[src/mem_init.hex]
// ram contents, four 32-bit words per line, line n holds word addresses 4n to 4n+3
0000FF03 0304FE07 0608FD0B 090CFC0F
0C10FB13 0F14FA17 1218F91B 151CF81F
1820F723 1B24F627 1E28F52B 212CF42F
2430F333 2734F237 2A38F13B 2D3CF03F
3040EF43 3344EE47 3648ED4B 394CEC4F
3C50EB53 3F54EA57 4258E95B 455CE85F
4860E763 4B64E667 4E68E56B 516CE46F
5470E373 5774E277 5A78E17B 5D7CE07F
6080DF83 6384DE87 6688DD8B 698CDC8F
6C90DB93 6F94DA97 7298D99B 759CD89F
78A0D7A3 7BA4D6A7 7EA8D5AB 81ACD4AF
84B0D3B3 87B4D2B7 8AB8D1BB 8DBCD0BF
90C0CFC3 93C4CEC7 96C8CDCB 99CCCCCF
9CD0CBD3 9FD4CAD7 A2D8C9DB A5DCC8DF
A8E0C7E3 ABE4C6E7 AEE8C5EB B1ECC4EF
B4F0C3F3 B7F4C2F7 BAF8C1FB BDFCC0FF

[src/verilog/mem_pkg.sv]
package mem_pkg;

  // byte address and data word
  typedef logic [31:0] addr_t;
  typedef logic [31:0] data_t;

  // axi size code: 0 byte, 1 half, 2 word
  typedef logic [2:0]  size_t;

  typedef logic [1:0]  resp_t;

  localparam resp_t RESP_OKAY   = 2'b00;
  localparam resp_t RESP_SLVERR = 2'b10;

  // 256 bytes of ram at address 0
  localparam int unsigned MEM_WORDS = 64;

  // cycles from ar handshake to rvalid, must be 2 or more
  localparam int unsigned MEM_LAT = 2;

  localparam addr_t RESET_PC = 32'h0000_0000;

endpackage

[src/verilog/mem_arb.sv]
`timescale 1ns/1ns
module mem_arb (
  input  logic           clk,
  input  logic           rstn,
  input  logic           ifu_arvalid,
  output logic           ifu_arready,
  input  mem_pkg::addr_t ifu_araddr,
  output logic           ifu_rvalid,
  input  logic           ifu_rready,
  output mem_pkg::data_t ifu_rdata,
  output mem_pkg::resp_t ifu_rresp,
  input  logic           lsu_arvalid,
  output logic           lsu_arready,
  input  mem_pkg::addr_t lsu_araddr,
  input  mem_pkg::size_t lsu_arsize,
  output logic           lsu_rvalid,
  input  logic           lsu_rready,
  output mem_pkg::data_t lsu_rdata,
  output mem_pkg::resp_t lsu_rresp,
  output logic           ram_arvalid,
  input  logic           ram_arready,
  output mem_pkg::addr_t ram_araddr,
  output mem_pkg::size_t ram_arsize,
  input  logic           ram_rvalid,
  output logic           ram_rready,
  input  mem_pkg::data_t ram_rdata,
  input  mem_pkg::resp_t ram_rresp
);
  import mem_pkg::*;

  typedef enum logic [1:0] {
    ST_IDLE,
    ST_BUSY,
    ST_PARK   // lsu read in flight with the ifu address in the slot
  } state_t;

  state_t state;
  logic   grant_lsu;  // who gets the next r beat
  logic   slot_full;
  addr_t  slot_addr;
  logic   accept;
  logic   sel_lsu;
  logic   tie;
  logic   ram_ar_fire;
  logic   ram_r_fire;

  // new requests only while idle with nothing parked
  assign accept  = (state == ST_IDLE) & ~slot_full;
  assign sel_lsu = lsu_arvalid;  // load wins on a tie
  assign tie     = accept & ifu_arvalid & lsu_arvalid;

  assign ifu_arready = accept & ram_arready;
  assign lsu_arready = accept & ram_arready;

  assign ram_arvalid = (state == ST_IDLE) & (slot_full | ifu_arvalid | lsu_arvalid);

  always_comb begin
    if (slot_full) begin
      ram_araddr = slot_addr;
      ram_arsize = 3'd2;  // fetches are always word reads
    end else if (sel_lsu) begin
      ram_araddr = lsu_araddr;
      ram_arsize = lsu_arsize;
    end else begin
      ram_araddr = ifu_araddr;
      ram_arsize = 3'd2;
    end
  end

  assign ram_ar_fire = ram_arvalid & ram_arready;
  assign ram_r_fire  = ram_rvalid & ram_rready;

  always_ff @(posedge clk) begin
    if (rstn) begin
      state     <= ST_IDLE;
      grant_lsu <= 1'b0;
      slot_full <= 1'b0;
    end else begin
      case (state)
        ST_IDLE: begin
          if (ram_ar_fire) begin
            grant_lsu <= ~slot_full & sel_lsu;
            slot_full <= 1'b0;  // a parked read drains here
            state     <= tie ? ST_PARK : ST_BUSY;
          end
        end
        ST_BUSY: if (ram_r_fire) state <= ST_IDLE;
        ST_PARK: begin
          if (ram_r_fire) begin
            slot_full <= 1'b1;  // held fetch issues next cycle
            state     <= ST_IDLE;
          end
        end
        default: state <= ST_IDLE;
      endcase
    end
  end

  always_ff @(posedge clk) begin
    if (tie & ram_arready) slot_addr <= ifu_araddr;
  end

  // response goes back to the last granted master
  assign ifu_rvalid = ram_rvalid & ~grant_lsu;
  assign lsu_rvalid = ram_rvalid & grant_lsu;
  assign ram_rready = grant_lsu ? lsu_rready : ifu_rready;

  assign ifu_rdata = ram_rdata;
  assign lsu_rdata = ram_rdata;
  assign ifu_rresp = ram_rresp;
  assign lsu_rresp = ram_rresp;

endmodule

[src/verilog/ifu_fetch.sv]
`timescale 1ns/1ns
module ifu_fetch (
  input  logic           clk,
  input  logic           rstn,
  input  logic           redirect_valid,
  input  mem_pkg::addr_t redirect_pc,
  output logic           instr_valid,
  output mem_pkg::addr_t instr_pc,
  output mem_pkg::data_t instr,
  output logic           instr_err,
  input  logic           instr_ready,
  output logic           ifu_arvalid,
  input  logic           ifu_arready,
  output mem_pkg::addr_t ifu_araddr,
  input  logic           ifu_rvalid,
  output logic           ifu_rready,
  input  mem_pkg::data_t ifu_rdata,
  input  mem_pkg::resp_t ifu_rresp
);
  import mem_pkg::*;

  addr_t pc;        // next address to fetch
  addr_t fetch_pc;  // address of the read in flight
  logic  wait_r;
  logic  drop;      // in-flight result is stale
  logic  ar_fire;
  logic  r_fire;
  logic  out_fire;
  logic  start;

  assign ar_fire  = ifu_arvalid & ifu_arready;
  assign r_fire   = ifu_rvalid & ifu_rready;
  assign out_fire = instr_valid & instr_ready;

  // one read at a time, and only once the slot is free
  assign start = ~ifu_arvalid & ~wait_r & ~redirect_valid & (~instr_valid | instr_ready);

  assign ifu_araddr = fetch_pc;
  assign ifu_rready = drop | ~instr_valid;

  always_ff @(posedge clk) begin
    if (rstn) begin
      pc          <= RESET_PC;
      ifu_arvalid <= 1'b0;
      wait_r      <= 1'b0;
      drop        <= 1'b0;
      instr_valid <= 1'b0;
    end else begin
      if (start) begin
        ifu_arvalid <= 1'b1;
        pc          <= pc + 32'd4;
      end else if (ar_fire) begin
        ifu_arvalid <= 1'b0;
        wait_r      <= 1'b1;
      end
      if (r_fire) wait_r <= 1'b0;

      if (redirect_valid) begin
        pc   <= redirect_pc;
        drop <= ifu_arvalid | (wait_r & ~r_fire);  // still owe a response
      end else if (r_fire) begin
        drop <= 1'b0;
      end

      if (r_fire & ~drop & ~redirect_valid) begin
        instr_valid <= 1'b1;
      end else if (out_fire | redirect_valid) begin
        instr_valid <= 1'b0;
      end
    end
  end

  always_ff @(posedge clk) begin
    if (start) fetch_pc <= pc;
    if (r_fire) begin
      instr_pc  <= fetch_pc;
      instr     <= ifu_rdata;
      instr_err <= (ifu_rresp != RESP_OKAY);
    end
  end

endmodule

[src/verilog/lsu_load.sv]
`timescale 1ns/1ns
module lsu_load (
  input  logic           clk,
  input  logic           rstn,
  input  logic           load_valid,
  input  mem_pkg::addr_t load_addr,
  input  mem_pkg::size_t load_size,
  input  logic           load_signed,
  output logic           load_ready,
  output logic           res_valid,
  output mem_pkg::data_t res_data,
  output logic           res_err,
  output logic           lsu_arvalid,
  input  logic           lsu_arready,
  output mem_pkg::addr_t lsu_araddr,
  output mem_pkg::size_t lsu_arsize,
  input  logic           lsu_rvalid,
  output logic           lsu_rready,
  input  mem_pkg::data_t lsu_rdata,
  input  mem_pkg::resp_t lsu_rresp
);
  import mem_pkg::*;

  typedef enum logic [1:0] {
    ST_IDLE,
    ST_ADDR,
    ST_RESP
  } state_t;

  state_t state;
  addr_t  addr_q;
  size_t  size_q;
  logic   signed_q;
  data_t  shifted;
  data_t  ext;
  logic   r_fire;

  assign load_ready  = (state == ST_IDLE);
  assign lsu_arvalid = (state == ST_ADDR);
  assign lsu_araddr  = addr_q;
  assign lsu_arsize  = size_q;
  assign lsu_rready  = (state == ST_RESP);
  assign r_fire      = lsu_rvalid & lsu_rready;

  // bring the addressed byte down to bit 0
  assign shifted = lsu_rdata >> {addr_q[1:0], 3'b000};

  always_comb begin
    case (size_q)
      3'd0:    ext = {{24{signed_q & shifted[7]}}, shifted[7:0]};
      3'd1:    ext = {{16{signed_q & shifted[15]}}, shifted[15:0]};
      default: ext = shifted;
    endcase
  end

  always_ff @(posedge clk) begin
    if (rstn) begin
      state     <= ST_IDLE;
      res_valid <= 1'b0;
    end else begin
      res_valid <= 1'b0;  // single-cycle pulse
      case (state)
        ST_IDLE: if (load_valid) state <= ST_ADDR;
        ST_ADDR: if (lsu_arready) state <= ST_RESP;
        ST_RESP: begin
          if (r_fire) begin
            res_valid <= 1'b1;
            state     <= ST_IDLE;
          end
        end
        default: state <= ST_IDLE;
      endcase
    end
  end

  always_ff @(posedge clk) begin
    if (load_valid & load_ready) begin
      addr_q   <= load_addr;
      size_q   <= load_size;
      signed_q <= load_signed;
    end
    if (r_fire) begin
      res_data <= ext;  // error beats carry 0
      res_err  <= (lsu_rresp != RESP_OKAY);
    end
  end

endmodule

[src/verilog/sram_rd.sv]
`timescale 1ns/1ns
module sram_rd (
  input  logic           clk,
  input  logic           rstn,
  input  logic           ram_arvalid,
  output logic           ram_arready,
  input  mem_pkg::addr_t ram_araddr,
  input  mem_pkg::size_t ram_arsize,
  output logic           ram_rvalid,
  input  logic           ram_rready,
  output mem_pkg::data_t ram_rdata,
  output mem_pkg::resp_t ram_rresp
);
  import mem_pkg::*;

  typedef enum logic [1:0] {
    ST_IDLE,
    ST_WAIT,
    ST_RESP
  } state_t;

  state_t     state;
  logic [3:0] cnt;
  data_t      mem [0:MEM_WORDS-1];
  logic       in_range;
  data_t      rd_word;
  data_t      lane_mask;

  initial begin
    $readmemh("/design/src/mem_init.hex", mem);
  end

  assign in_range = (ram_araddr < addr_t'(4 * MEM_WORDS));
  assign rd_word  = mem[ram_araddr[$clog2(MEM_WORDS)+1:2]];

  // narrow reads only drive their own byte lanes
  always_comb begin
    case (ram_arsize)
      3'd0:    lane_mask = 32'h0000_00ff << {ram_araddr[1:0], 3'b000};
      3'd1:    lane_mask = 32'h0000_ffff << {ram_araddr[1:0], 3'b000};
      default: lane_mask = '1;
    endcase
  end

  assign ram_arready = (state == ST_IDLE);
  assign ram_rvalid  = (state == ST_RESP);

  always_ff @(posedge clk) begin
    if (rstn) begin
      state <= ST_IDLE;
      cnt   <= '0;
    end else begin
      case (state)
        ST_IDLE: begin
          if (ram_arvalid) begin
            cnt   <= 4'(MEM_LAT - 1);
            state <= ST_WAIT;
          end
        end
        ST_WAIT: begin
          if (cnt == 4'd1) state <= ST_RESP;
          else cnt <= cnt - 4'd1;
        end
        ST_RESP: if (ram_rready) state <= ST_IDLE;  // hold under back-pressure
        default: state <= ST_IDLE;
      endcase
    end
  end

  always_ff @(posedge clk) begin
    if (ram_arvalid & ram_arready) begin
      ram_rdata <= in_range ? (rd_word & lane_mask) : '0;
      ram_rresp <= in_range ? RESP_OKAY : RESP_SLVERR;
    end
  end

endmodule

[src/verilog/mem_sys.sv]
`timescale 1ns/1ns
module mem_sys (
  input  logic           clk,
  input  logic           rstn,
  input  logic           redirect_valid,
  input  mem_pkg::addr_t redirect_pc,
  output logic           instr_valid,
  output mem_pkg::addr_t instr_pc,
  output mem_pkg::data_t instr,
  output logic           instr_err,
  input  logic           instr_ready,
  input  logic           load_valid,
  input  mem_pkg::addr_t load_addr,
  input  mem_pkg::size_t load_size,
  input  logic           load_signed,
  output logic           load_ready,
  output logic           res_valid,
  output mem_pkg::data_t res_data,
  output logic           res_err
);
  import mem_pkg::*;

  // fetch side
  logic  ifu_arvalid;
  logic  ifu_arready;
  addr_t ifu_araddr;
  logic  ifu_rvalid;
  logic  ifu_rready;
  data_t ifu_rdata;
  resp_t ifu_rresp;

  // load side
  logic  lsu_arvalid;
  logic  lsu_arready;
  addr_t lsu_araddr;
  size_t lsu_arsize;
  logic  lsu_rvalid;
  logic  lsu_rready;
  data_t lsu_rdata;
  resp_t lsu_rresp;

  // memory port
  logic  ram_arvalid;
  logic  ram_arready;
  addr_t ram_araddr;
  size_t ram_arsize;
  logic  ram_rvalid;
  logic  ram_rready;
  data_t ram_rdata;
  resp_t ram_rresp;

  ifu_fetch ifu_fetch_inst (
    .clk, .rstn,
    .redirect_valid, .redirect_pc,
    .instr_valid, .instr_pc, .instr, .instr_err, .instr_ready,
    .ifu_arvalid, .ifu_arready, .ifu_araddr,
    .ifu_rvalid, .ifu_rready, .ifu_rdata, .ifu_rresp
  );

  lsu_load lsu_load_inst (
    .clk, .rstn,
    .load_valid, .load_addr, .load_size, .load_signed, .load_ready,
    .res_valid, .res_data, .res_err,
    .lsu_arvalid, .lsu_arready, .lsu_araddr, .lsu_arsize,
    .lsu_rvalid, .lsu_rready, .lsu_rdata, .lsu_rresp
  );

  mem_arb mem_arb_inst (
    .clk, .rstn,
    .ifu_arvalid, .ifu_arready, .ifu_araddr,
    .ifu_rvalid, .ifu_rready, .ifu_rdata, .ifu_rresp,
    .lsu_arvalid, .lsu_arready, .lsu_araddr, .lsu_arsize,
    .lsu_rvalid, .lsu_rready, .lsu_rdata, .lsu_rresp,
    .ram_arvalid, .ram_arready, .ram_araddr, .ram_arsize,
    .ram_rvalid, .ram_rready, .ram_rdata, .ram_rresp
  );

  sram_rd sram_rd_inst (
    .clk, .rstn,
    .ram_arvalid, .ram_arready, .ram_araddr, .ram_arsize,
    .ram_rvalid, .ram_rready, .ram_rdata, .ram_rresp
  );

endmodule

[config.mk]
export PLATFORM = sky130hd
export DESIGN_NAME = mem_sys
export DESIGN_NICKNAME = d
export VERILOG_FILES = /design/src/verilog/mem_pkg.sv /design/src/verilog/mem_arb.sv /design/src/verilog/ifu_fetch.sv /design/src/verilog/lsu_load.sv /design/src/verilog/sram_rd.sv /design/src/verilog/mem_sys.sv
export SDC_FILE = /design/constraint.sdc
export NUM_CORES = 1
export LEC_CHECK = 0
export BUFFER_PORTS_ARGS = -buffer_cell sky130_fd_sc_hd__buf_2
export CELL_PAD_IN_SITES_DETAIL_PLACEMENT = 0
export CELL_PAD_IN_SITES_GLOBAL_PLACEMENT = 1
export CORE_UTILIZATION = 30
export CTS_CLUSTER_DIAMETER = 120
export DETAILED_ROUTE_END_ITERATION = 8
export PLACE_DENSITY_LB_ADDON = 0.1
export SETUP_SLACK_MARGIN = 0.05
export SYNTH_ARGS = -nofsm -noshare
export SYNTH_HDL_FRONTEND = slang
export SYNTH_SLANG_ARGS = --single-unit
[constraint.sdc]
create_clock -name clk -period 2.9 [get_ports clk]
set_input_delay 0.435 -clock clk [delete_from_list [all_inputs] [get_ports clk]]
set_output_delay 0.435 -clock clk [all_outputs]
set_load 0.005 [all_outputs]
After elaboration in Yosys (flattened, before gate mapping)
Cells that the tools add are included.
Storage, ports and cells
  register bits: 281
  latch bits: 0
  RAM bits: 0
  ROM bits: 0
  input bits: 73
  output and inout port bits: 101
  memories kept: 0
Cells by class
  $add $sub $neg: 2
  $mul: 0
  div/mod/pow operators: 0
  order comparisons: 1
  equality and inequality tests: 19
  shift operators: 3
  muxes and demuxes: 35
  bitwise gates (word level): 41
  reductions and logical operators: 22
Operators by type and width (number)
  $mux W32: 4
  $pmux W32 S2: 2
  $add A32 B3 Y32 const B: 1
  $and A32 B32 Y32 const A: 1
  $lt A32 B9 Y1 const B: 1
  $shl A16 B5 Y32 const A: 1
  $shl A8 B5 Y32 const A: 1
  $shr A32 B5 Y32: 1
  $and A1 B1 Y1: 24
  $mux W2: 10
  $reduce_bool A2 Y1: 7
  $pmux W2 S3: 2
  $reduce_and A3 Y1: 4
  $mux W1: 10
  $ne A2 B1 Y1 const B: 5
  $ne A2 B2 Y1 const B: 5
  $not A1 Y1: 10
  $mux W4: 2
  $pmux W4 S2: 1
  $eq A2 B1 Y1 const B: 3
  $eq A2 B2 Y1 const B: 3
  $eq A3 B1 Y1 const B: 2
  $logic_not A2 Y1: 3
  $logic_not A3 Y1: 2
  8 further kinds: 18

Depth between registers and ports, before layout
Gate-level depths: netlist (run 1).
  depth after elaboration: 7
  mapped depth: 6
  gate-level depth less buffers: 6

Modules after synthesis
A second synthesis (run 1) with hierarchy kept.
Unflattened totals
  cell total of the unflattened synthesis: 883
  area total of the unflattened synthesis: 11158.2 µm²
Modules (own cells, without submodules)
  ifu_fetch: instances 1, cells each 360, area each 4989.8 µm²
  lsu_load: instances 1, cells each 190, area each 2999.1 µm²
  mem_arb: instances 1, cells each 252, area each 2458.6 µm²
  sram_rd: instances 1, cells each 81, area each 710.7 µm²

Worst setup path before layout (run 1)
No wires, ideal clock.
  path type: reg-to-reg
  start: register lsu_load_inst.state[0]
  end: register mem_arb_inst.slot_addr[10] (enable)
  setup time: 0.435 ns
  arrival time: 2.502 ns
  data required time: 2.465 ns
  setup slack: -0.037 ns
  cell stages (with the launch flop): 4
  clock period less this slack: 2.937 ns
  cells stage by stage: dfxtp_1 -> nor2b_1 -> nand4_1 -> nor3_1
Between the ends
  word-level cells in the longest chain between the ends: 3
Ends and longest elaborated chain
  from (decl): RTL line lsu_load.sv:30  | state_t state;
  from (signal assigned): RTL line lsu_load.sv:58  | state <= ST_IDLE;
  from (signal assigned): RTL line lsu_load.sv:63  | ST_IDLE: if (load_valid) state <= ST_ADDR;
  from (signal assigned): RTL line lsu_load.sv:64  | ST_ADDR: if (lsu_arready) state <= ST_RESP;
  $eq A2 B1 Y1: RTL line lsu_load.sv:39  | assign lsu_arvalid = (state == ST_ADDR);
  $and A1 B1 Y1: RTL line mem_arb.sv:50  | assign tie = accept & ifu_arvalid & lsu_arvalid;
  $and A1 B1 Y1: RTL line mem_arb.sv:100  | if (tie & ram_arready) slot_addr <= ifu_araddr;
  to (signal assigned): RTL line mem_arb.sv:100
  to (decl): RTL line mem_arb.sv:40  | addr_t slot_addr;
No other way between the ends.
A chain may end at the register's enable or synchronous reset.

Worst setup path in the final report (run 1)
  start: register ifu_fetch_inst.ifu_arvalid
  end: register ifu_fetch_inst.pc[25]
Between the ends
  word-level cells in the longest chain between the ends: 5
Ends and longest elaborated chain
  from (decl): RTL line ifu_fetch.sv:12  | output logic ifu_arvalid,
  from (signal assigned): RTL line ifu_fetch.sv:44  | ifu_arvalid <= 1'b0;
  from (signal assigned): RTL line ifu_fetch.sv:50  | ifu_arvalid <= 1'b1;
  from (signal assigned): RTL line ifu_fetch.sv:53  | ifu_arvalid <= 1'b0;
  $not A1 Y1: RTL line ifu_fetch.sv:36  | assign start = ~ifu_arvalid & ~wait_r & ~redirect_valid & (~instr_valid | instr_ready);
  $and A1 B1 Y1 (3 in series): RTL line ifu_fetch.sv:36
  $reduce_bool A2 Y1 (no source line)
  to (signal assigned): RTL line ifu_fetch.sv:51  | pc <= pc + 32'd4;
  to (signal assigned): RTL line ifu_fetch.sv:59  | pc <= redirect_pc;
  to (decl): RTL line ifu_fetch.sv:22  | addr_t pc;
No other way between the ends.

==> results.cfg, run 1 <==
[place]
io_buffers = 97
place.gp.congestion = 0.734
preCtsSetupSlack_ns = 0.698
hpwlAfterDp_um = 11500
post-place-cells = 931
placed_cell_area_mm2 = 0.00753

[clock_tree]
cts_resized = 0
cts_tree = yes
cts_sinks = 164
numCtsBuffers = 17
htreeDepth = 4
cts_setup_buffers = 0
cts_hold_buf = 0
cts_root_buf = clkbuf_16
clk_pin_slew_ns = 0.07
clk_latency_ns = 0.42
ctsLongestPathBuffers = 2

[power]
comb_power_share_pct = 13.6
power.total_mw = 6.02
p_int_mw = 4.35
vdd_drop_max_mv = 0.352
powerDensity_mw_per_mm2 = 747
netSwitchingFraction_pct = 27.8
power.leakage_nw = 2.92
clockPowerShare_pct = 34.2
power_frac_seq_pct = 52.1
switchingPower_mw = 1.68

[sta]
rsz0062_at_grt = false
fmax_mhz = 449
setup_tns_ns = 0
slew_viol_final = 0
fin_worst_skew_ns = 0.0109
hold_slack_ns = 0.183
tightestPinTransition_ns = 1.04
hold_violations = 0
setup_viol = 0
layout_min_cycle_time_ns = 2.23
finalCritPeriodShare_pct = 76.8
slew_headroom_pct = 30.7
fin_ws_ns = 0.673

[detailed_routing]
drt_iter0_markers = 266
dr.pass1.iters = 4
wl_per_cell_um = 16.4
routed_wl_um = 15800
drc_errors = 0
num_vias = 4575
ant_nets = 0
routed_via_density = 4.75

[grt]
grt_use_total_pct = 13.6
grt_pass1_vias = 4486
grt_max_degree = 49
grt_pass1_wl_um = 24400
gr-total-overflow = 0
antenna_found_initial = 0

[synthesis]
yosys-top-cells-count = 115 x edfxtp_1, 64 x buf_4, 49 x dfxtp_1, 44 x nor2_1, 25 x nor4_1
async_reset_ff_share_pct = 0
yosysWarnings = 0
synth_edf_count = 115
ys_ff_latch = 164
synth_most_common_cell = edfxtp_1
netlist_instances = 566
ys_types = 59
syn_avg_cell_area_um2 = 12.3
synthTopCellsByArea = edfxtp_1 49%, dfxtp_1 14%, buf_4 6.9%
seq_area_frac_synth_pct = 63.5
synth_ff_type = edfxtp_1
yosys.area.top_type = edfxtp_1
syn_area_mm2 = 0.00699
yosysTopAreaCellShare_pct = 49.4

[floorplan]
die_area_mm2 = 0.0239
rows = 55
initial_utilization_pct = 30.8
core_mm2 = 0.0227
die_x_um = 155
fp.dieH_um = 155
ios = 174

[setup_path]
end_kind = register
critical_path.slowest_cell = or3_1
crit_type = register to register
critPathMaxStageDelay_ns = 0.60
crit_chain = or2_0 > or3_1 > o41a_1 > a2111oi_1
cp_max_fo = 10
startpoint_type = register
cp.arrival_ns = 2.54
required_ns = 3.21

[layout]
layoutNonFillerInstCount = 963
nNetsFinal = 743
fin_util_pct = 35.5
syn_to_final_growth_pct = 15.4
antenna_cells = 0
final_cell_area_mm2 = 0.00806
fillers = 2300
drive_gt1_share_pct = 20.9

[job]
cap_violations = 0

[status]
outcome = complete, no violations

[hold_path]
hold_class = input port to register
==> worst paths after layout <==
check | start | depth (start not counted) | endpoint | slack (ns)
worst max-delay path | ifu_fetch_inst.ifu_arvalid$_SDFFE_PP0P_ | 4 | ifu_fetch_inst.pc[25]$_SDFFE_PP0N_ | 0.67
worst min-delay path | load_addr[15] | 1 | lsu_load_inst.lsu_araddr[15]$_DFFE_PP_ | 0.18
worst max register to register | ifu_fetch_inst.ifu_arvalid$_SDFFE_PP0P_ | 4 | ifu_fetch_inst.pc[25]$_SDFFE_PP0N_ | 0.67
worst min register to register | ifu_fetch_inst.ifu_araddr[0]$_DFFE_PP_ | 0 | ifu_fetch_inst.instr_pc[0]$_DFFE_PP_ | 0.42
==> cells in the final DEF (no fill, tap or decap), types with 6 or more instances in the layout <==
master / n
conb_1: 64
nand4_1: 14
buf_2: 97
nor4_1: 25
edfxtp_1: 115
a311oi_1: 11
nor3_1: 16
or3_1: 10
nand2_1: 23
a211oi_1: 10
o21ai_0: 6
nand3_1: 20
or4_1: 9
a21oi_1: 12
nor2b_1: 7
nor2_1: 44
clkbuf_16: 17
dfxtp_1: 49
inv_1: 14
o31ai_1: 10
==> final cells by class <==
class                      instances  area [um2]  share of cell area [%]
clock buffer                      18         429                    5.32
clock inverter                    14         101                    1.26
tap                              285         357                    4.42
timing repair buffer             104         563                    6.98
multi-input combinational        364        2130                    26.4
inverter                          14        52.6                   0.652
sequential                       164        4430                    55.0
==> metal layers <==
metal	routed length (um)	GRT usage, %	vias up
met5	0	0	-
li1	-	-	2213
met1	7260	16.9	2192
met3	692	3.45	17
met2	7690	23.0	153
met4	193	4.38	0
==> worst max-delay path: cells and delay by family (launching register included) <==
kind | cells | cell delay [ns]
AOI/OAI and AO/OA | 2 | 0.73
DFF | 1 | 0.38
and+or+nand+nor | 2 | 1.00
==> state kept, by name (all words and copies together) (netlist names), 2 cells and up <==
| register | flops |
|---|---|
| mem_arb_inst.slot_addr | 24 |
| lsu_load_inst.lsu_araddr | 24 |
| sram_rd_inst.state | 2 |
| ifu_fetch_inst.pc | 32 |
| mem_arb_inst.state | 2 |
| sram_rd_inst.cnt | 4 |
| ifu_fetch_inst.ifu_araddr | 32 |
| ifu_fetch_inst.instr_pc | 32 |
| lsu_load_inst.state | 2 |
==> power by group through the flow <==
stage	Combinational (mW)	Clock [mW]	Sequential [mW]
after detailed placement	0.837	0	3.20
after CTS	0.842	2.11	3.15
after global placement	0.815	0	3.19
final	0.822	2.06	3.14
after floorplan	0.589	0	3.13
after global routing	0.938	2.21	3.18
==> kinds of logic (layout without fill, tap and decap cells) <==
family	count (synthesis)	count (layout)	share of synthesized area, %
simple gates	209	209	16.5
flops	164	164	63.5
buf+inv	101	150	9.53
compound gates	71	71	7.52
xor+xnor	10	10	1.25
fa+ha+maj	5	5	0.896
mux	5	5	0.734
other cells	1	64	0.0537
No activity file was read; power rests on OpenSTA's default activity.
==> run 2, diff against run 1 <==
--- a/config.mk
+++ b/config.mk
@@ -5,6 +5,7 @@
 export SDC_FILE = /design/constraint.sdc
 export NUM_CORES = 1
 export LEC_CHECK = 0
+export ABC_AREA = 1
 export BUFFER_PORTS_ARGS = -buffer_cell sky130_fd_sc_hd__buf_2
 export CELL_PAD_IN_SITES_DETAIL_PLACEMENT = 0
 export CELL_PAD_IN_SITES_GLOBAL_PLACEMENT = 1
==> constraint.sdc (replaced) <==
create_clock -name clk -period 2.1 [get_ports clk]
set_input_delay 0.315 -clock clk [delete_from_list [all_inputs] [get_ports clk]]
set_output_delay 0.315 -clock clk [all_outputs]
set_load 0.005 [all_outputs]
==> run 2 against run 1 <==
Non-clock buffer count increased by 2. First-iteration DRC count fell by 11%. Total power rose by 42%. Largest cell class unchanged. Combinational power increased by 46%. Core utilization grew 0.42 points. Global-route usage up 0.58 points. Cell area up 4.6%. Clock power up 49%.
==> results.cfg, run 2 <==
[status]
outcome = complete, no violations

[synthesis]
ys_ff_latch = 164
yosys-top-cells-count = 143 x nand2_1, 115 x edfxtp_1, 84 x nor2_1, 64 x buf_4, 49 x dfxtp_1
ys_types = 37
synth_most_common_cell = nand2_1
yosys.area.top_type = edfxtp_1
yosysTopAreaCellShare_pct = 48.1
yosysWarnings = 0
netlist_instances = 699
seq_area_frac_synth_pct = 61.7
syn_area_mm2 = 0.00718
async_reset_ff_share_pct = 0
syn_avg_cell_area_um2 = 10.3
synthTopCellsByArea = edfxtp_1 48%, dfxtp_1 14%, nand2_1 7.5%
synth_edf_count = 115
synth_ff_type = edfxtp_1

[clock_tree]
cts_sinks = 164
numCtsBuffers = 17
cts_root_buf = clkbuf_16
cts_hold_buf = 0
htreeDepth = 4
clk_pin_slew_ns = 0.06
cts_resized = 0
cts_tree = yes
cts_setup_buffers = 0
ctsLongestPathBuffers = 2
clk_latency_ns = 0.43

[sta]
layout_min_cycle_time_ns = 1.81
hold_slack_ns = 0.0710
rsz0062_at_grt = false
setup_tns_ns = 0
fmax_mhz = 551
tightestPinTransition_ns = 0.814
finalCritPeriodShare_pct = 86.4
fin_worst_skew_ns = 0.0128
hold_violations = 0
slew_headroom_pct = 45.7
slew_viol_final = 0
setup_viol = 0

[layout]
syn_to_final_growth_pct = 17.4
antenna_cells = 0
multi_input_area_mm2 = 0.00228
nNetsFinal = 887
drive_gt1_share_pct = 19.7
final_cell_mix = 143 x nand2_1, 115 x edfxtp_1, 97 x buf_2
regArea_mm2 = 0.00443
final_common_cell = nand2_1
fillers = 2422

[floorplan]
rows = 56
initial_utilization_pct = 30.6
fp.dieH_um = 157
ios = 174
die_area_mm2 = 0.0246
core_mm2 = 0.0235
die_x_um = 157

[grt]
busiest_layer = met2
use_met2_pct = 23.2
met3_usage_pct = 3.30
antenna_found_initial = 0
grt_max_degree = 58
grt_pass1_wl_um = 26100
grt_use_total_pct = 14.2
gr-total-overflow = 0
grt_use_met1_pct = 18.3
grt_pass1_vias = 4922

[setup_path]
crit_buf_inv = 1
critPathTopFamily = simple AND/OR/NAND/NOR gates
crit_chain = inv_1 > nand2_1 > nand2_1 > nor3_1 > nand2_1 > o21ai_0 > nand2_1 > nor2_1 > nor2_1
crit_top_cell = nand2_1
end_kind = register
startpoint_type = register
cp.arrival_ns = 1.99
cp_max_fo = 7
required_ns = 2.28
crit_type = register to register
critPathMaxStageDelay_ns = 0.34
critical_path.slowest_cell = dfxtp_1

[power]
clockPowerShare_pct = 35.9
power.total_mw = 8.53
power_frac_seq_pct = 50.0
netSwitchingFraction_pct = 27.9
powerDensity_mw_per_mm2 = 1010
vdd_drop_max_mv = 0.455
comb_power_share_pct = 14.0
switchingPower_mw = 2.38
p_int_mw = 6.15
power.leakage_nw = 3.26

[detailed_routing]
routed_wl_um = 16800
wl_per_cell_um = 14.7
routed_via_density = 4.33
drt_iter0_markers = 237
dr.pass1.iters = 4
drc_errors = 0
ant_nets = 0
num_vias = 4945

[place]
place.gp.congestion = 0.775
io_buffers = 97
hpwlAfterDp_um = 12300

[hold_path]
hold_class = input port to register

[job]
cap_violations = 0
[run 2: cells by family (layout without fill, tap and decap cells)]
group	after synthesis	count (layout)	share of synthesized area, %
AND/OR/NAND/NOR	315	316	19.7
flip-flops	164	164	61.7
buffers and inverters	126	185	10.1
AO/OA/AOI/OAI	81	81	6.69
XOR/XNOR	7	7	0.854
adder cells (fa/ha/maj)	5	5	0.871
other	1	64	0.0522
[run 2: power groups by stage]
| stage | sequential (mW) | clock, mW | combinational (mW) |
|---|---|---|---|
| after global placement | 4.33 | 0 | 1.17 |
| after detailed placement | 4.34 | 0 | 1.20 |
| final | 4.27 | 3.06 | 1.20 |
| after floorplan | 4.23 | 0 | 0.919 |
| after CTS | 4.27 | 3.15 | 1.20 |
| after global routing | 4.33 | 3.29 | 1.39 |
[run 2: worst paths after layout]
kind / cells after the start / slack [ns] / startpoint / endpoint
max: 9 / 0.29 / lsu_load_inst.state[1]$_SDFFE_PP0P_ / sram_rd_inst.ram_rresp[1]$_DFFE_PP_
min: 1 / 0.07 / load_addr[19] / lsu_load_inst.lsu_araddr[19]$_DFFE_PP_
max reg2reg: 9 / 0.29 / lsu_load_inst.state[1]$_SDFFE_PP0P_ / sram_rd_inst.ram_rresp[1]$_DFFE_PP_
min reg2reg: 0 / 0.42 / ifu_fetch_inst.ifu_araddr[3]$_DFFE_PP_ / ifu_fetch_inst.instr_pc[3]$_DFFE_PP_
[run 2: final cells by class]
type                            instances  area share [%]
Clock buffer                           17            5.04
Multi-Input combinational cell        473            27.0
Sequential cell                       164            52.6
Timing Repair Buffer                  106            6.71
Inverter                               47            2.09
Tap cell                              319            4.73
Clock inverter                         15            1.84
[run 2: layer usage]
metal	up-vias	part of all wire, %	wire length [um]
met2	139	46	7790
li1	2474	-	-
met4	0	0.97	163
met5	-	0	0
met1	2322	47	7950
met3	10	5.2	879
[run 2: through the flow]
stage | instances | utilization (%) | setup slack [ns] | instance area [um2]
2_1_floorplan | 762 | - | 0.333 | 7430
3_3_place_gp | 1108 | 33.4 | 0.0980 | 7850
3_5_place_dp | 1108 | 33.4 | 0.0497 | 7850
4_1_cts | 1140 | 35.9 | 0.203 | 8430
5_1_grt | 1141 | 35.9 | 0.103 | 8430
6_report | 1141 | 35.9 | 0.286 | 8430
==> run 3, diff against run 2 <==
--- a/config.mk
+++ b/config.mk
@@ -16,4 +16,5 @@
 export SETUP_SLACK_MARGIN = 0.05
 export SYNTH_ARGS = -nofsm -noshare
 export SYNTH_HDL_FRONTEND = slang
+export SYNTH_HIERARCHICAL = 1
 export SYNTH_SLANG_ARGS = --single-unit
==> run 3 against run 2 <==
The flow now finishes with violations (DRC). Non-clock buffer count up 124. Global-route usage rose by 1.0 points. Via count rose by 55%. Flip-flop and latch count is 70 higher. Die area grew 52%. Clock power grew 59%. Core utilization is 0.51 points higher. Sequential share of layout area shrank 2.4 points. Routed wire length grew 70%. Largest cell class unchanged. Largest power group unchanged.
==> results.cfg, run 3 <==
[floorplan]
die_area_mm2 = 0.0373
ios = 174
fp.dieH_um = 193
core_mm2 = 0.0357
die_x_um = 193
rows = 69
initial_utilization_pct = 30.6

[clock_tree]
cts_setup_buffers = 0
clk_latency_ns = 0.54
ctsLongestPathBuffers = 3
cts_root_buf = clkbuf_16
clk_pin_slew_ns = 0.06
htreeDepth = 1
cts_tree = yes
numCtsBuffers = 27
cts_sinks = 234

[setup_path]
required_ns = 2.50
cp_max_fo = 13
timing.rr.end = sram_rd_inst/ram_rresp[1]$_DFFE_PP_
end_kind = register
reg2reg_from = lsu_load_inst/state[1]$_SDFFE_PP0P_
r2r_cells = 10
cp.arrival_ns = 2.24
r2r_slack_ns = 0.25
startpoint_type = register
crit_type = register to register

[sta]
setup_viol = 0
rsz0062_at_grt = false
setup_tns_ns = 0
hold_violations = 0
slew_headroom_pct = 54.3
finalCritPeriodShare_pct = 87.9
layout_min_cycle_time_ns = 1.85
fmax_mhz = 542
fin_worst_skew_ns = 0.0114
tightestPinTransition_ns = 0.685
slew_viol_final = 0
fin_ws_ns = 0.254

[layout]
antenna_cells = 0
final_cell_area_mm2 = 0.0130
drive_gt1_share_pct = 23.7
nNetsFinal = 1331
final_common_cell = nand2_1
syn_to_final_growth_pct = 18.9
final_cell_mix = 275 x nand2_1, 185 x edfxtp_1, 167 x buf_2
fin_util_pct = 36.4

[detailed_routing]
dr.pass1.iters = 8
routed_wl_um = 28500
wl_per_cell_um = 16.4
ant_nets = 0
drc_errors = 22
routed_via_density = 4.41
drt_iter0_markers = 393
num_vias = 7647

[power]
p_int_mw = 9.36
clockPowerShare_pct = 37.7
comb_power_share_pct = 16.6
power.leakage_nw = 5.15
switchingPower_mw = 3.52
power_frac_seq_pct = 45.7
vdd_drop_max_mv = 0.514
netSwitchingFraction_pct = 27.3
powerDensity_mw_per_mm2 = 989

[status]
outcome = finished, violations left
violations = DRC

[grt]
grt_pass1_wl_um = 43100
grt_use_total_pct = 15.2
grt_pass1_vias = 7446
gr-total-overflow = 0
grt_max_degree = 42
antenna_found_initial = 0

[place]
preCtsSetupSlack_ns = 0.179
placed_cell_area_mm2 = 0.0118
place.gp.congestion = 0.777
io_buffers = 167
hpwlAfterDp_um = 20200

[synthesis]
syn_avg_cell_area_um2 = 9.95
yosysWarnings = 6
syn_area_mm2 = 0.0110
netlist_instances = 1101

[hold_path]
hold-path-endpoint = ifu_fetch_inst/pc[3]$_SDFFE_PP0P_
holdPathStages = 3
worstHoldStart = redirect_pc[3]
hold_class = input port to register

[job]
cap_violations = 0
run 3: changes by cell type in the layout (fill, tap and decap cells not counted), sizes merged, moves of 29 or more:
cell / delta
nor2: +29
nand2: +140
edfxtp: +70
dlygate4sd3: +32
buf: +92
nand3: +58
conb: -31
run 3: what timing repair did:
item | 4_1_cts | 5_1_grt
gates resized for setup | 0 | 2
hold buffers | 32 | 0
setup endpoints to repair | 0 | 3
endpoints found under the hold margin | 32 | 0
run 3: worst max path at each step:
stage,from,to,slack [ns],cells past startpoint
6_report,lsu_load_inst/state[1]$_SDFFE_PP0P_,sram_rd_inst/ram_rresp[1]$_DFFE_PP_,0.25,10
5_1_grt,ifu_fetch_inst/pc[3]$_SDFFE_PP0P_,ifu_fetch_inst/pc[26]$_SDFFE_PP0P_,0.09,10
4_1_cts,lsu_load_inst/state[1]$_SDFFE_PP0P_,sram_rd_inst/cnt[3]$_SDFFE_PP0P_,0.17,9
3_5_place_dp,lsu_load_inst/state[1]$_SDFFE_PP0P_,sram_rd_inst/cnt[2]$_SDFFE_PP0P_,0.18,9
3_3_place_gp,lsu_load_inst/state[0]$_SDFFE_PP0P_,sram_rd_inst/ram_rresp[1]$_DFFE_PP_,0.20,12
2_1_floorplan,sram_rd_inst/state[1]$_SDFFE_PP0P_,ifu_fetch_inst/instr[0]$_DFFE_PP_,0.05,6
run 3: worst max-delay path: stages, from the launching register on:
cell and delay [ns]:
dfxtp_1 0.36, nor2_1 0.06, buf_4 0.16, nor2_2 0.53
nand2_1 0.11, nand3_1 0.11, nor2_1 0.04, nand2_1 0.05
nor2_1 0.05, nand2_1 0.09, nand3b_1 0.14
run 3: metrics by stage:
step / power, mW / hold WS [ns] / std cells
after CTS: 13.1 / 0.0310 / 1732
after global routing: 13.6 / 0.0659 / 1733
after global placement: 8.10 / 0.405 / 1651
after floorplan: 7.52 / 0.377 / 1133
after detailed placement: 8.08 / 0.406 / 1651
final: 12.9 / 0.0612 / 1733
run 3: final cells by class:
type	instances	area [um2]
inverters	76	294
repair buffers	230	1450
well taps	461	577
multi-input cells	683	3240
clock buffers	42	812
clock inverters	7	109
fillers	3713	22700
flip-flops and latches	234	6540
run 3: power by group through the flow:
| stage | combinational [mW] | sequential (mW) | clock, mW |
|---|---|---|---|
| 3_3_place_gp | 2.09 | 6.00 | 0 |
| 3_5_place_dp | 2.09 | 5.99 | 0 |
| 4_1_cts | 2.15 | 5.90 | 5.03 |
| 5_1_grt | 2.43 | 5.94 | 5.21 |
| 2_1_floorplan | 1.67 | 5.85 | 0 |
| 6_report | 2.14 | 5.88 | 4.86 |
run 3: per-layer routing:
metal,wire (um),global-route usage (%)
met1,12700,19.7
met2,14000,26.4
met3,1190,2.32
met4,575,3.91
met5,0,0
